<file path="src/source/sched_pkg.sv">
/* shared types and constants for the ready-queue block; task ID zero is reserved.
   QUEUE_DEPTH must be a power of two, since queue pointers wrap by overflow */
package sched_pkg;

	// ==================================================
	// queue sizing
	// ==================================================

	// number of priority levels, level 0 is the most urgent
	localparam int NUM_QUEUES  = 5;
	// entries held by each level's queue
	localparam int QUEUE_DEPTH = 16;
	localparam int PTR_W       = $clog2(QUEUE_DEPTH);
	// occupancy counter needs one extra state for "full"
	localparam int CNT_W       = $clog2(QUEUE_DEPTH + 1);

	// ==================================================
	// task IDs and levels
	// ==================================================

	localparam int TID_W = 12;
	typedef logic [TID_W-1:0] tid_t;
	typedef logic [2:0] prio_t;

	// zero is never a real task, it stands for "nothing queued"
	localparam tid_t NULL_TID = '0;

	// ==================================================
	// weighted rotation
	// ==================================================

	localparam int NUM_SLOTS = 16;
	typedef logic [3:0] slot_t;

	// level 0 gets every other slot, level 1 every fourth,
	// level 2 every eighth, levels 3 and 4 once per lap
	localparam prio_t ROTATION [NUM_SLOTS] = '{
		3'd0, 3'd1, 3'd0, 3'd2,
		3'd0, 3'd1, 3'd0, 3'd3,
		3'd0, 3'd1, 3'd0, 3'd2,
		3'd0, 3'd1, 3'd0, 3'd4
	};

endpackage

</file>
<file path="src/source/ready_fifo.sv">
/* data_o shows the head entry and is stale while the queue is empty
   a read of an empty queue is ignored and a write to a full queue needs a same-cycle read */
module ready_fifo
	import sched_pkg::*;
(
	input  logic clk_i,
	input  logic rst_i,
	input  logic wr_en_i,
	input  logic rd_en_i,
	input  tid_t data_i,
	output tid_t data_o,
	output logic empty_o,
	output logic full_o
);

	// task storage
	tid_t mem [QUEUE_DEPTH];

	logic [PTR_W-1:0] wr_ptr_q;
	logic [PTR_W-1:0] rd_ptr_q;
	logic [CNT_W-1:0] count_q;

	logic wr_ok;
	logic rd_ok;

	// ==================================================
	// flags and head
	// ==================================================

	// flags follow the registered count and move one cycle after the enable
	assign empty_o = (count_q == '0);
	assign full_o  = (count_q == CNT_W'(QUEUE_DEPTH));

	// head entry is always visible
	assign data_o = mem[rd_ptr_q];

	// a read on empty is dropped
	assign rd_ok = rd_en_i && !empty_o;
	// full queue still accepts a write when a read frees the head slot
	assign wr_ok = wr_en_i && (!full_o || rd_ok);

	// ==================================================
	// storage write
	// ==================================================

	always_ff @(posedge clk_i) begin
		if (wr_ok) begin
			mem[wr_ptr_q] <= data_i;
		end
	end

	// ==================================================
	// pointers and occupancy
	// ==================================================

	always_ff @(posedge clk_i) begin
		if (rst_i) begin
			wr_ptr_q <= '0;
			rd_ptr_q <= '0;
			count_q  <= '0;
		end else begin
			// pointers wrap naturally at the power-of-two depth
			if (wr_ok) begin
				wr_ptr_q <= wr_ptr_q + PTR_W'(1);
			end
			if (rd_ok) begin
				rd_ptr_q <= rd_ptr_q + PTR_W'(1);
			end
			case ({wr_ok, rd_ok})
				2'b10:   count_q <= count_q + CNT_W'(1);
				2'b01:   count_q <= count_q - CNT_W'(1);
				default: count_q <= count_q;
			endcase
		end
	end

	// ==================================================
	// checks
	// ==================================================

	// the control block must filter inserts to a full level
	assert property (@(posedge clk_i) disable iff (rst_i)
		!(wr_en_i && full_o && !rd_en_i))
		else $error("ready_fifo: write to full queue");

	// the control block must only pop a level that holds a task
	assert property (@(posedge clk_i) disable iff (rst_i)
		!(rd_en_i && empty_o))
		else $error("ready_fifo: read from empty queue");

endmodule

</file>
<file path="src/source/rotation_table.sv">
/* slot pointer over the fixed ROTATION table; queue_o follows the pointer
   combinationally, pointer moves one slot per advance pulse */
module rotation_table
	import sched_pkg::*;
(
	input  logic  clk_i,
	input  logic  rst_i,
	input  logic  advance_i,
	output prio_t queue_o,
	output slot_t slot_o
);

	slot_t slot_q;
	slot_t slot_next;

	// ==================================================
	// slot pointer
	// ==================================================

	// step one slot, wrap back to the start of the table
	always_comb begin
		if (slot_q == slot_t'(NUM_SLOTS - 1)) begin
			slot_next = '0;
		end else begin
			slot_next = slot_q + slot_t'(1);
		end
	end

	always_ff @(posedge clk_i) begin
		if (rst_i) begin
			slot_q <= '0;
		end else if (advance_i) begin
			// advance even when the served level was empty,
			// so an idle level cannot hold up the others
			slot_q <= slot_next;
		end
	end

	// ==================================================
	// level lookup
	// ==================================================

	// uneven table spreads turns so urgent work dominates
	// while every level is still visited once per lap
	assign queue_o = ROTATION[slot_q];
	assign slot_o  = slot_q;

	// ==================================================
	// checks
	// ==================================================

	// the table constant must only name levels that exist in the queue bank
	assert property (@(posedge clk_i) disable iff (rst_i)
		queue_o < prio_t'(NUM_QUEUES))
		else $error("rotation_table: slot %0d names level %0d", slot_q, queue_o);

endmodule

</file>
<file path="src/source/ready_queue_ctrl.sv">
/* command decode for the queue bank, precedence is pop, then insert, then peek.
   insert to a full level is dropped and flagged; pop/peek of an empty level gives NULL_TID */
module ready_queue_ctrl
	import sched_pkg::*;
(
	input  logic                  clk_i,
	input  logic                  rst_i,
	input  logic                  insert_i,
	input  logic                  pop_i,
	input  logic                  peek_i,
	input  tid_t                  tid_i,
	input  prio_t                 prio_i,
	input  prio_t                 sched_q_i,
	input  logic [NUM_QUEUES-1:0] q_empty_i,
	input  logic [NUM_QUEUES-1:0] q_full_i,
	input  tid_t                  q_head_i [NUM_QUEUES],
	output logic [NUM_QUEUES-1:0] q_wr_o,
	output logic [NUM_QUEUES-1:0] q_rd_o,
	output tid_t                  wr_data_o,
	output logic                  advance_o,
	output tid_t                  tid_o,
	output logic                  result_valid_o,
	output logic                  overflow_o
);

	// resolved commands, at most one high
	logic do_pop;
	logic do_insert;
	logic do_peek;

	// one-hot level selects
	logic [NUM_QUEUES-1:0] ins_sel;
	logic [NUM_QUEUES-1:0] sched_sel;

	logic ins_full;
	logic sched_empty;
	tid_t sched_head;
	tid_t result;

	// ==================================================
	// command precedence
	// ==================================================

	assign do_pop    = pop_i;
	assign do_insert = insert_i && !pop_i;
	assign do_peek   = peek_i && !pop_i && !insert_i;

	// ==================================================
	// level decode
	// ==================================================

	// out-of-range levels decode to no select at all
	always_comb begin
		for (int i = 0; i < NUM_QUEUES; i++) begin
			ins_sel[i]   = (prio_i == prio_t'(i));
			sched_sel[i] = (sched_q_i == prio_t'(i));
		end
	end

	assign ins_full    = |(ins_sel & q_full_i);
	assign sched_empty = |(sched_sel & q_empty_i);

	// head of the scheduled level
	always_comb begin
		sched_head = NULL_TID;
		for (int i = 0; i < NUM_QUEUES; i++) begin
			if (sched_sel[i]) begin
				sched_head = q_head_i[i];
			end
		end
	end

	// empty level reports "no task"
	assign result = sched_empty ? NULL_TID : sched_head;

	// ==================================================
	// queue enables
	// ==================================================

	// full level gets no write, the overflow pulse reports the drop
	assign q_wr_o = do_insert ? (ins_sel & ~q_full_i) : '0;
	// pop only reads a level that holds something
	assign q_rd_o = do_pop ? (sched_sel & ~q_empty_i) : '0;

	assign wr_data_o = tid_i;
	// rotation steps on every pop, hit or miss
	assign advance_o = do_pop;

	// ==================================================
	// registered results
	// ==================================================

	always_ff @(posedge clk_i) begin
		if (rst_i) begin
			tid_o          <= NULL_TID;
			result_valid_o <= 1'b0;
			overflow_o     <= 1'b0;
		end else begin
			result_valid_o <= do_pop || do_peek;
			overflow_o     <= do_insert && ins_full;
			// tid_o holds until the next pop or peek
			if (do_pop || do_peek) begin
				tid_o <= result;
			end
		end
	end

	// ==================================================
	// checks
	// ==================================================

	// an insert must name a level the bank actually has
	assert property (@(posedge clk_i) disable iff (rst_i)
		do_insert |-> (prio_i < prio_t'(NUM_QUEUES)))
		else $error("ready_queue_ctrl: insert at level %0d", prio_i);

	// task ID zero would be indistinguishable from an empty result
	assert property (@(posedge clk_i) disable iff (rst_i)
		do_insert |-> (tid_i != NULL_TID))
		else $error("ready_queue_ctrl: insert of reserved task ID");

endmodule

</file>
<file path="src/source/ready_queues.sv">
/* ready-queue top with one FIFO per priority level served by weighted rotation
   strobes are single-cycle with no back-pressure and results come one cycle later */
module ready_queues
	import sched_pkg::*;
(
	input  logic                  clk_i,
	input  logic                  rst_i,
	input  logic                  insert_i,
	input  logic                  pop_i,
	input  logic                  peek_i,
	input  tid_t                  tid_i,
	input  prio_t                 prio_i,
	output tid_t                  tid_o,
	output logic                  result_valid_o,
	output logic                  overflow_o,
	output logic [NUM_QUEUES-1:0] nonempty_o
);

	// queue bank wiring
	logic [NUM_QUEUES-1:0] q_wr;
	logic [NUM_QUEUES-1:0] q_rd;
	logic [NUM_QUEUES-1:0] q_empty;
	logic [NUM_QUEUES-1:0] q_full;
	tid_t                  q_head [NUM_QUEUES];
	tid_t                  wr_data;

	// rotation wiring
	prio_t sched_q;
	logic  advance;

	// one status bit per level
	assign nonempty_o = ~q_empty;

	// ==================================================
	// command decode
	// ==================================================

	ready_queue_ctrl u_ctrl (
		.clk_i          (clk_i),
		.rst_i          (rst_i),
		.insert_i       (insert_i),
		.pop_i          (pop_i),
		.peek_i         (peek_i),
		.tid_i          (tid_i),
		.prio_i         (prio_i),
		.sched_q_i      (sched_q),
		.q_empty_i      (q_empty),
		.q_full_i       (q_full),
		.q_head_i       (q_head),
		.q_wr_o         (q_wr),
		.q_rd_o         (q_rd),
		.wr_data_o      (wr_data),
		.advance_o      (advance),
		.tid_o          (tid_o),
		.result_valid_o (result_valid_o),
		.overflow_o     (overflow_o)
	);

	// the bank uses the level and leaves the slot index open
	rotation_table u_rot (
		.clk_i     (clk_i),
		.rst_i     (rst_i),
		.advance_i (advance),
		.queue_o   (sched_q),
		.slot_o    ()
	);

	// ==================================================
	// queue bank
	// ==================================================

	for (genvar g = 0; g < NUM_QUEUES; g++) begin : g_queue
		ready_fifo u_fifo (
			.clk_i   (clk_i),
			.rst_i   (rst_i),
			.wr_en_i (q_wr[g]),
			.rd_en_i (q_rd[g]),
			.data_i  (wr_data),
			.data_o  (q_head[g]),
			.empty_o (q_empty[g]),
			.full_o  (q_full[g])
		);
	end

endmodule

</file>
<file path="config.mk">
export PLATFORM = sky130hd
export DESIGN_NAME = ready_queues
export DESIGN_NICKNAME = d
export VERILOG_FILES = /design/src/source/sched_pkg.sv /design/src/source/ready_fifo.sv /design/src/source/rotation_table.sv /design/src/source/ready_queue_ctrl.sv /design/src/source/ready_queues.sv
export SDC_FILE = /design/constraint.sdc
export NUM_CORES = 1
export LEC_CHECK = 0
export BUFFER_PORTS_ARGS = -buffer_cell sky130_fd_sc_hd__buf_2
export CORE_MARGIN = 2
export CORE_UTILIZATION = 50
export DETAILED_ROUTE_END_ITERATION = 8
export GPL_ROUTABILITY_DRIVEN = 0
export PLACE_DENSITY = 0.65
export SLEW_MARGIN = 20
export SYNTH_ARGS = -nofsm -noshare
export SYNTH_HDL_FRONTEND = slang
export SYNTH_HIERARCHICAL = 1
export SYNTH_SLANG_ARGS = --single-unit
</file>
<file path="constraint.sdc">
create_clock -name clk_i -period 5.5 [get_ports clk_i]
set_input_delay 0.275 -clock clk_i [delete_from_list [all_inputs] [get_ports clk_i]]
set_output_delay 0.275 -clock clk_i [all_outputs]
set_load 0.05 [all_outputs]
</file>
==> Yosys cells after proc, flatten, opt, wreduce, memory -nomap -nowiden <==
Memory sizes are Yosys's and may differ from the RTL's. A register that Yosys moved wholly into a read port is not among the register bits.
Cells that the tools add are included.
{ "totals": {"ff_bits": 83, "ram_bits": 960, "mem_bits_ro": 48, "input_bits": 20, "output_inout_bits": 19, "elab_cells": 160, "n_memories": 6} }
{ "classes": {"n_addsub": 21, "n_lt_le_gt_ge": 1, "n_eq_ne": 24, "n_mux": 36, "bitwise": 7, "reduce_logical": 46} }
{ "memory_table": {"columns": ["name", "words", "word_bits", "read_ports", "rd_clocked_by_memory_dff", "wr", "line_no", "source"], "rows": [
  ["g_queue[0].u_fifo.mem", 16, 12, 1, 1, 1, "ready_fifo.sv:17", "tid_t mem [QUEUE_DEPTH];"],
  ["g_queue[1].u_fifo.mem", 16, 12, 1, 1, 1, "ready_fifo.sv:17", null],
  ["g_queue[2].u_fifo.mem", 16, 12, 1, 1, 1, "ready_fifo.sv:17", null],
  ["g_queue[3].u_fifo.mem", 16, 12, 1, 1, 1, "ready_fifo.sv:17", null],
  ["g_queue[4].u_fifo.mem", 16, 12, 1, 1, 1, "ready_fifo.sv:17", null],
  ["(no name shown)", 16, 3, 1, 0, 0, "rotation_table.sv:45", "assign queue_o = ROTATION[slot_q];"]
]} }
{ "ops": {"columns": ["operator", "n"], "rows": [
  ["$mux W12", 6],
  ["$pmux W5 S2", 5],
  ["$add A4 B1 Y4 const B", 11],
  ["$mux W4", 11],
  ["$add A5 B1 Y5 const B", 5],
  ["$eq A5 B5 Y1 const B", 5],
  ["$logic_not A5 Y1", 5],
  ["$sub A5 B1 Y5 const B", 5],
  ["$and A5 B5 Y5", 4],
  ["$logic_and A1 B1 Y1", 14],
  ["$eq A3 B2 Y1 const B", 4],
  ["$logic_not A1 Y1", 12],
  ["$eq A2 B1 Y1 const B", 5],
  ["$eq A2 B2 Y1 const B", 5],
  ["$mux W1", 10],
  ["$mux W5", 2],
  ["$not A5 Y5", 2],
  ["$reduce_bool A2 Y1", 5],
  ["$reduce_or A5 Y1", 2],
  ["$eq A3 B1 Y1 const B", 2],
  ["$eq A3 B3 Y1 const B", 2],
  ["$logic_not A3 Y1", 2],
  ["$logic_or A1 B1 Y1", 6],
  ["$mux W3", 2],
  ["other kinds (3)", 3]
]} }

==> Depth between registers and ports, before layout <==
{ "logic_depth": {"ltp_word": 12, "ltp_mapped": 16, "depth_no_buf": 14} }

==> Cells and area by module <==
Netlist, hierarchy kept.
{ "by_module_without_submodules": {"columns": ["mod", "n_inst", "cells_per_inst", "area_each_um2", "seq_area_each_um2"], "rows": [
  ["ready_fifo (g_queue[0].u_fifo ...)", 4, 422, 8242.9, 6105.9],
  ["ready_fifo (g_queue[4].u_fifo)", 1, 411, 8201.6, 6105.9],
  ["ready_queue_ctrl", 1, 176, 1381.3, 280.3],
  ["rotation_table", 1, 30, 252.7, 80.1],
  ["ready_queues", 1, 5, 18.8, 0.0]
]} }

==> Least setup slack after synthesis <==
OpenSTA, ideal clock, no wires.
{ "synth_timing": {"path_type": "register -> register", "start": "reg u_rot.slot_q[0], in the netlist u_rot/slot_o[0]", "end": "mem g_queue[1].u_fifo/mem[0][0] (netlist name), enable pin", "arrival_time_ps": 3825, "required_ps": 5088, "path_slack_ps": 1262, "path_stages_with_launch": 10, "synth_period_minus_slack_ps": 4238, "path_cell_list": "dfxtp_1 -> ha_1 -> ha_1 -> a21o_1 -> buf_2 -> buf_2 -> nor4b_1 -> nand2b_1 -> o21ai_4 -> nor4_1"} }
{ "synth_via": {"elab_chain_len": 12} }
{ "synth_lines": {"columns": ["item", "line_no", "source"], "rows": [
  ["start, declared", "rotation_table.sv:13", "slot_t slot_q;"],
  ["start signal, assigned", "rotation_table.sv:35", "slot_q <= slot_next;"],
  ["$not A4 Y5 (not written as such)", "rotation_table.sv:45", null],
  ["$mem_v2 Z16 W3", null, null],
  ["$mux W3 (not written as such) (2 in series)", "rotation_table.sv:45", null],
  ["named net sched_q[1]", "ready_queues.sv:28", "prio_t sched_q;"],
  ["$eq A3 B1 Y1", "ready_queue_ctrl.sv:56", "sched_sel[i] = (sched_q_i == prio_t'(i));"],
  ["$and A5 B5 Y5", "ready_queue_ctrl.sv:83", "assign q_rd_o = do_pop ? (sched_sel & ~q_empty_i) : '0;"],
  ["$mux W5", "ready_queue_ctrl.sv:83", null],
  ["named net q_rd[1]", "ready_queues.sv:21", "logic [NUM_QUEUES-1:0] q_rd;"],
  ["$logic_and A1 B1 Y1", "ready_fifo.sv:38", "assign rd_ok = rd_en_i && !empty_o;"],
  ["$logic_or A1 B1 Y1", "ready_fifo.sv:40", "assign wr_ok = wr_en_i && (!full_o || rd_ok);"],
  ["$logic_and A1 B1 Y1", "ready_fifo.sv:40", null],
  ["$mux W1", "ready_fifo.sv:47", "if (wr_ok) begin"],
  ["$mux W1 (not written as such)", "ready_fifo.sv:48", "mem[wr_ptr_q] <= data_i;"],
  ["end, declared", "ready_fifo.sv:17", null]
]} }
The timed path passes the listed nets, and every way through them passes these cells. The select of a mux whose other input is x is not followed.

==> Worst setup path in the final report <==
{ "layout_timing": {"start": "reg u_rot.slot_q[0], in the netlist u_rot/slot_o[0]", "end": "reg g_queue[3].u_fifo.count_q[4]"} }
{ "layout_via": {"elab_chain_len": 12, "word_cells_on_any_way": 14, "cone_classes": "3 x eq/ne; 4 x mux; 2 x bitwise; 4 x reduce/logical; 1 x memory"} }
{ "layout_lines": {"columns": ["item", "line_no", "source"], "rows": [
  ["$not A4 Y5 (not written as such) (*)", "rotation_table.sv:45", null],
  ["$mem_v2 Z16 W3 (*)", null, null],
  ["$mux W3 (not written as such) (*) (2 in series)", "rotation_table.sv:45", null],
  ["named net sched_q[1]", "ready_queues.sv:28", null],
  ["$eq A3 B2 Y1 (*)", "ready_queue_ctrl.sv:56", null],
  ["$and A5 B5 Y5 (*)", "ready_queue_ctrl.sv:83", null],
  ["$mux W5 (*)", "ready_queue_ctrl.sv:83", null],
  ["named net q_rd[3]", "ready_queues.sv:21", null],
  ["$logic_and A1 B1 Y1 (*)", "ready_fifo.sv:38", null],
  ["$logic_or A1 B1 Y1", "ready_fifo.sv:40", null],
  ["$logic_and A1 B1 Y1", "ready_fifo.sv:40", null],
  ["$eq A2 B1 Y1 or $eq A2 B2 Y1 (tied branches)", "ready_fifo.sv:69", "case ({wr_ok, rd_ok})"],
  ["$pmux W5 S2 or $reduce_bool A2 Y1 (tied branches)", null, null],
  ["end signal, assigned", "ready_fifo.sv:70", "2'b10: count_q <= count_q + CNT_W'(1);"],
  ["end signal, assigned", "ready_fifo.sv:71", "2'b01: count_q <= count_q - CNT_W'(1);"],
  ["end signal, assigned", "ready_fifo.sv:72", "default: count_q <= count_q;"],
  ["end, declared", "ready_fifo.sv:21", "logic [CNT_W-1:0] count_q;"]
]} }
Mark *: on every way through the listed nets, which the timed path passes. The rest lies on a longest branch. The select of a mux whose other input is x is not followed.
A chain may end at the register's enable or synchronous reset.

==> impl_metrics.tcl <==
set metrics [dict create \
    status "finished, final reports clean" \
    worstPathMaxFanout 16 \
    cp_num_cells 14 \
    final_area_um2 48200 \
    ys_async_sr_fraction 0 \
    slew_headroom 0.255 \
    cp.buffers_inverters 2 \
    fp.dieW_um 297 \
    numPortBuffers 38 \
    path_cells "ha_1, ha_1, a21o_1, inv_2, nor3b_2, buf_4, and3b_1, nor2b_1, o21ai_4, fa_1, nand2b_1, o2bb2ai_1, nor3b_1, or4_1" \
    skew_ns 0.0347 \
    finalWorstSetupSlack_ns 0.998 \
    clk_pin_slew_ns 0.06 \
    synth_edf_count 960 \
    synth_top_family_by_area "multiplexers" \
    synth_cell_types 64 \
    ios 39 \
    syn_to_final_growth_pct 12.5 \
    p_leak_nw 15.4 \
    grt_max_degree 81 \
    cts_buffer_depth 3 \
    path_class "flip-flop to flip-flop" \
    seqPwrFrac 0.529 \
    layout_common_cells "edfxtp_1 (960), mux4_2 (240), a22oi_1 (120)" \
    fin_crit_ns 4.50 \
    cts_buffers 107 \
    cts_sinks 1063 \
    n_fill_cell 6321 \
    dpl_worst_slack_ns 1.05 \
    die_area_um2 88000 \
    synth_fa_ha_area_frac 0.0152 \
    muxShareOfSynthArea 0.136 \
    clock_latency_ns 0.68 \
    power.share.clock 0.451 \
    grt_setup_unrepaired "no" \
    synth-xor-area-share 0.00552 \
    tns_ns 0 \
    instances_no_fill 3626 \
    p_int_mw 13.4 \
    hold_slack_ns 0.136 \
    vias 22100 \
    synth-seq-cells 1063 \
    drc_errors 0 \
    synthFlopType "edfxtp_1" \
    place_area_um2 44400 \
    synthesis.area_um2 42800 \
    switchingPower_mw 3.32 \
    finalHoldViolations 0 \
    critPathCaptureType "flip-flop" \
    max_stage_delay_ns 0.56 \
    hp-class "primary input to flip-flop" \
    syn-num-nets 2379 \
    switching_share 0.199 \
    critPathSlowestCell "a21o_1" \
    maxCapViolations 0 \
    die_h_um 297 \
    final_util 0.567 \
    avgViaCountPerCell 6.08 \
    worstMarginPinSlew_ns 1.12 \
    coreArea_um2 85000 \
    cp.required_ns 6.04 \
    grt_pass1_vias 22200 \
    layout.cells.most_common "edfxtp_1" \
    post_drt_wl_per_cell_um 26.4 \
    cpMostUsedCell "ha_1" \
    antenna_found_initial 2 \
    cts_tree "built" \
    syn_inst 2310 \
    overflow 0 \
    firstDrtPassIters 5 \
    drive_gt1_frac 0.239 \
    antenna_left 0 \
    synth_simple_gate_area_frac 0.0486 \
    synth-compound-area-share 0.0540 \
    ys_seq_area_frac 0.721 \
    finalSetupViolations 0 \
    min_period_over_period 0.819 \
    total_power_mw 16.7 \
    multi_input_area_um2 11200 \
    grt_pass1_wl_um 143000 \
    combPwrFrac 0.021 \
    place_hpwl_um 57300 \
    worst_hold_path.num_cells 4 \
    ir_drop_mv 0.354 \
    grt_use_total 0.223 \
    h-tree-depth 3 \
    avgSynthCellArea_um2 18.5 \
    cp.arrival_ns 5.04 \
    start_kind "flip-flop" \
    r2r_setup_slack_ns 1.0 \
    reg2reg_depth 14 \
    fmax_mhz 222 \
    critPathTopFamily "simple AND/OR/NAND/NOR gates" \
    drtIter0Drc 2193 \
    n_antenna_cell 0 \
    final-seq-area_um2 30900 \
    row_count 107 \
    start_util 0.504 \
    p_per_area_nw_per_um2 347 \
    drt-total-wl_um 95900 \
    yosys_warnings 6 \
    dp.cells 3423 \
    root_buffer "clkbuf_16" \
    slew_viol_final 0 \
    nNetsFinal 2461 \
]
worst reg2reg max path: stages (launching register included):
cell       delay [ns]
dfxtp_1          0.44
ha_1             0.27
ha_1             0.19
a21o_1           0.56
inv_2            0.27
nor3b_2          0.21
buf_4            0.21
and3b_1          0.41
nor2b_1          0.27
o21ai_4          0.11
fa_1             0.43
nand2b_1         0.16
o2bb2ai_1        0.17
nor3b_1          0.16
or4_1            0.50
power by group through the flow:
| stage | registers (mW) | logic, mW | clock network [mW] |
|---|---|---|---|
| after detailed placement | 9.00 | 0.343 | 0 |
| after global routing | 8.82 | 0.369 | 7.98 |
| final | 8.83 | 0.345 | 7.53 |
| after global placement | 9.00 | 0.327 | 0 |
| after CTS | 8.83 | 0.344 | 7.67 |
| after floorplan | 9.00 | 0.180 | 0 |
flip-flops by register name, summed over array words and instances, names as in the netlist, named ones only:
| signal | count |
|---|---|
| g_queue.u_fifo/mem | 960 |
| u_ctrl/tid_o | 12 |
| u_rot/slot_o | 4 |
| g_queue.u_fifo/count_q | 25 |
| u_ctrl/result_valid_o | 1 |
| g_queue.u_fifo/wr_ptr_q | 20 |
| u_ctrl/overflow_o | 1 |
| g_queue.u_fifo/rd_ptr_q | 20 |
cell families after synthesis:
group | count (synthesis)
muxes | 278
buffers and inverters | 189
and+or+nand+nor | 400
DFF | 1063
adders and majority gates | 49
xor gates and xnor gates | 27
AOI/OAI and AO/OA | 304
cell usage after synthesis (13+ instances only):
cell type	n	area (um2)
and3_1	18	113
o21ai_0	28	140
buf_2	26	130
nand2_1	90	338
nor3b_1	17	128
xor2_1	18	158
a21oi_1	28	140
o21ai_1	14	70.1
edfxtp_1	960	28800
nand2b_1	15	93.8
nand3_1	24	120
buf_4	16	120
a221oi_1	14	123
ha_1	44	551
inv_1	58	218
o21a_1	21	158
mux2_2	17	191
clkbuf_1	72	270
nor3_1	25	125
nor2_1	92	345
mux2i_1	21	210
nor2b_1	24	150
o211ai_1	13	97.6
mux4_2	240	5410
and2_1	36	225
dfxtp_1	103	2060
nor4_1	24	150
a22oi_1	120	901
cell type report:
type                       count  area share
clock buffer                 131      0.0593
clock inverter                68      0.0174
inverter                      64     0.00499
multi-input combinational   1058       0.233
sequential                  1063       0.642
tap                         1144      0.0297
timing repair buffer          98      0.0139
metal layers:
layer,part of all wire,global-route usage
met2,0.47,0.348
met4,0.023,0.0585
met3,0.075,0.0501
met1,0.43,0.320
met5,0,0
worst paths after layout:
check                                      from                            to
worst max-delay path            u_rot/slot_o[0]  g_queue[3].u_fifo/count_q[4]
worst min-delay path                     peek_i         u_ctrl/result_valid_o
worst max register to register  u_rot/slot_o[0]  g_queue[3].u_fifo/count_q[4]
worst min register to register  u_ctrl/tid_o[7]               u_ctrl/tid_o[7]
repair_timing:
item | 4_1_cts | 5_1_grt
hold endpoints to repair | 2 | 0
gates resized for setup | 0 | 0
setup buffers | 0 | 0
hold buffers | 3 | 0
(Power assumes the default switching activity.)
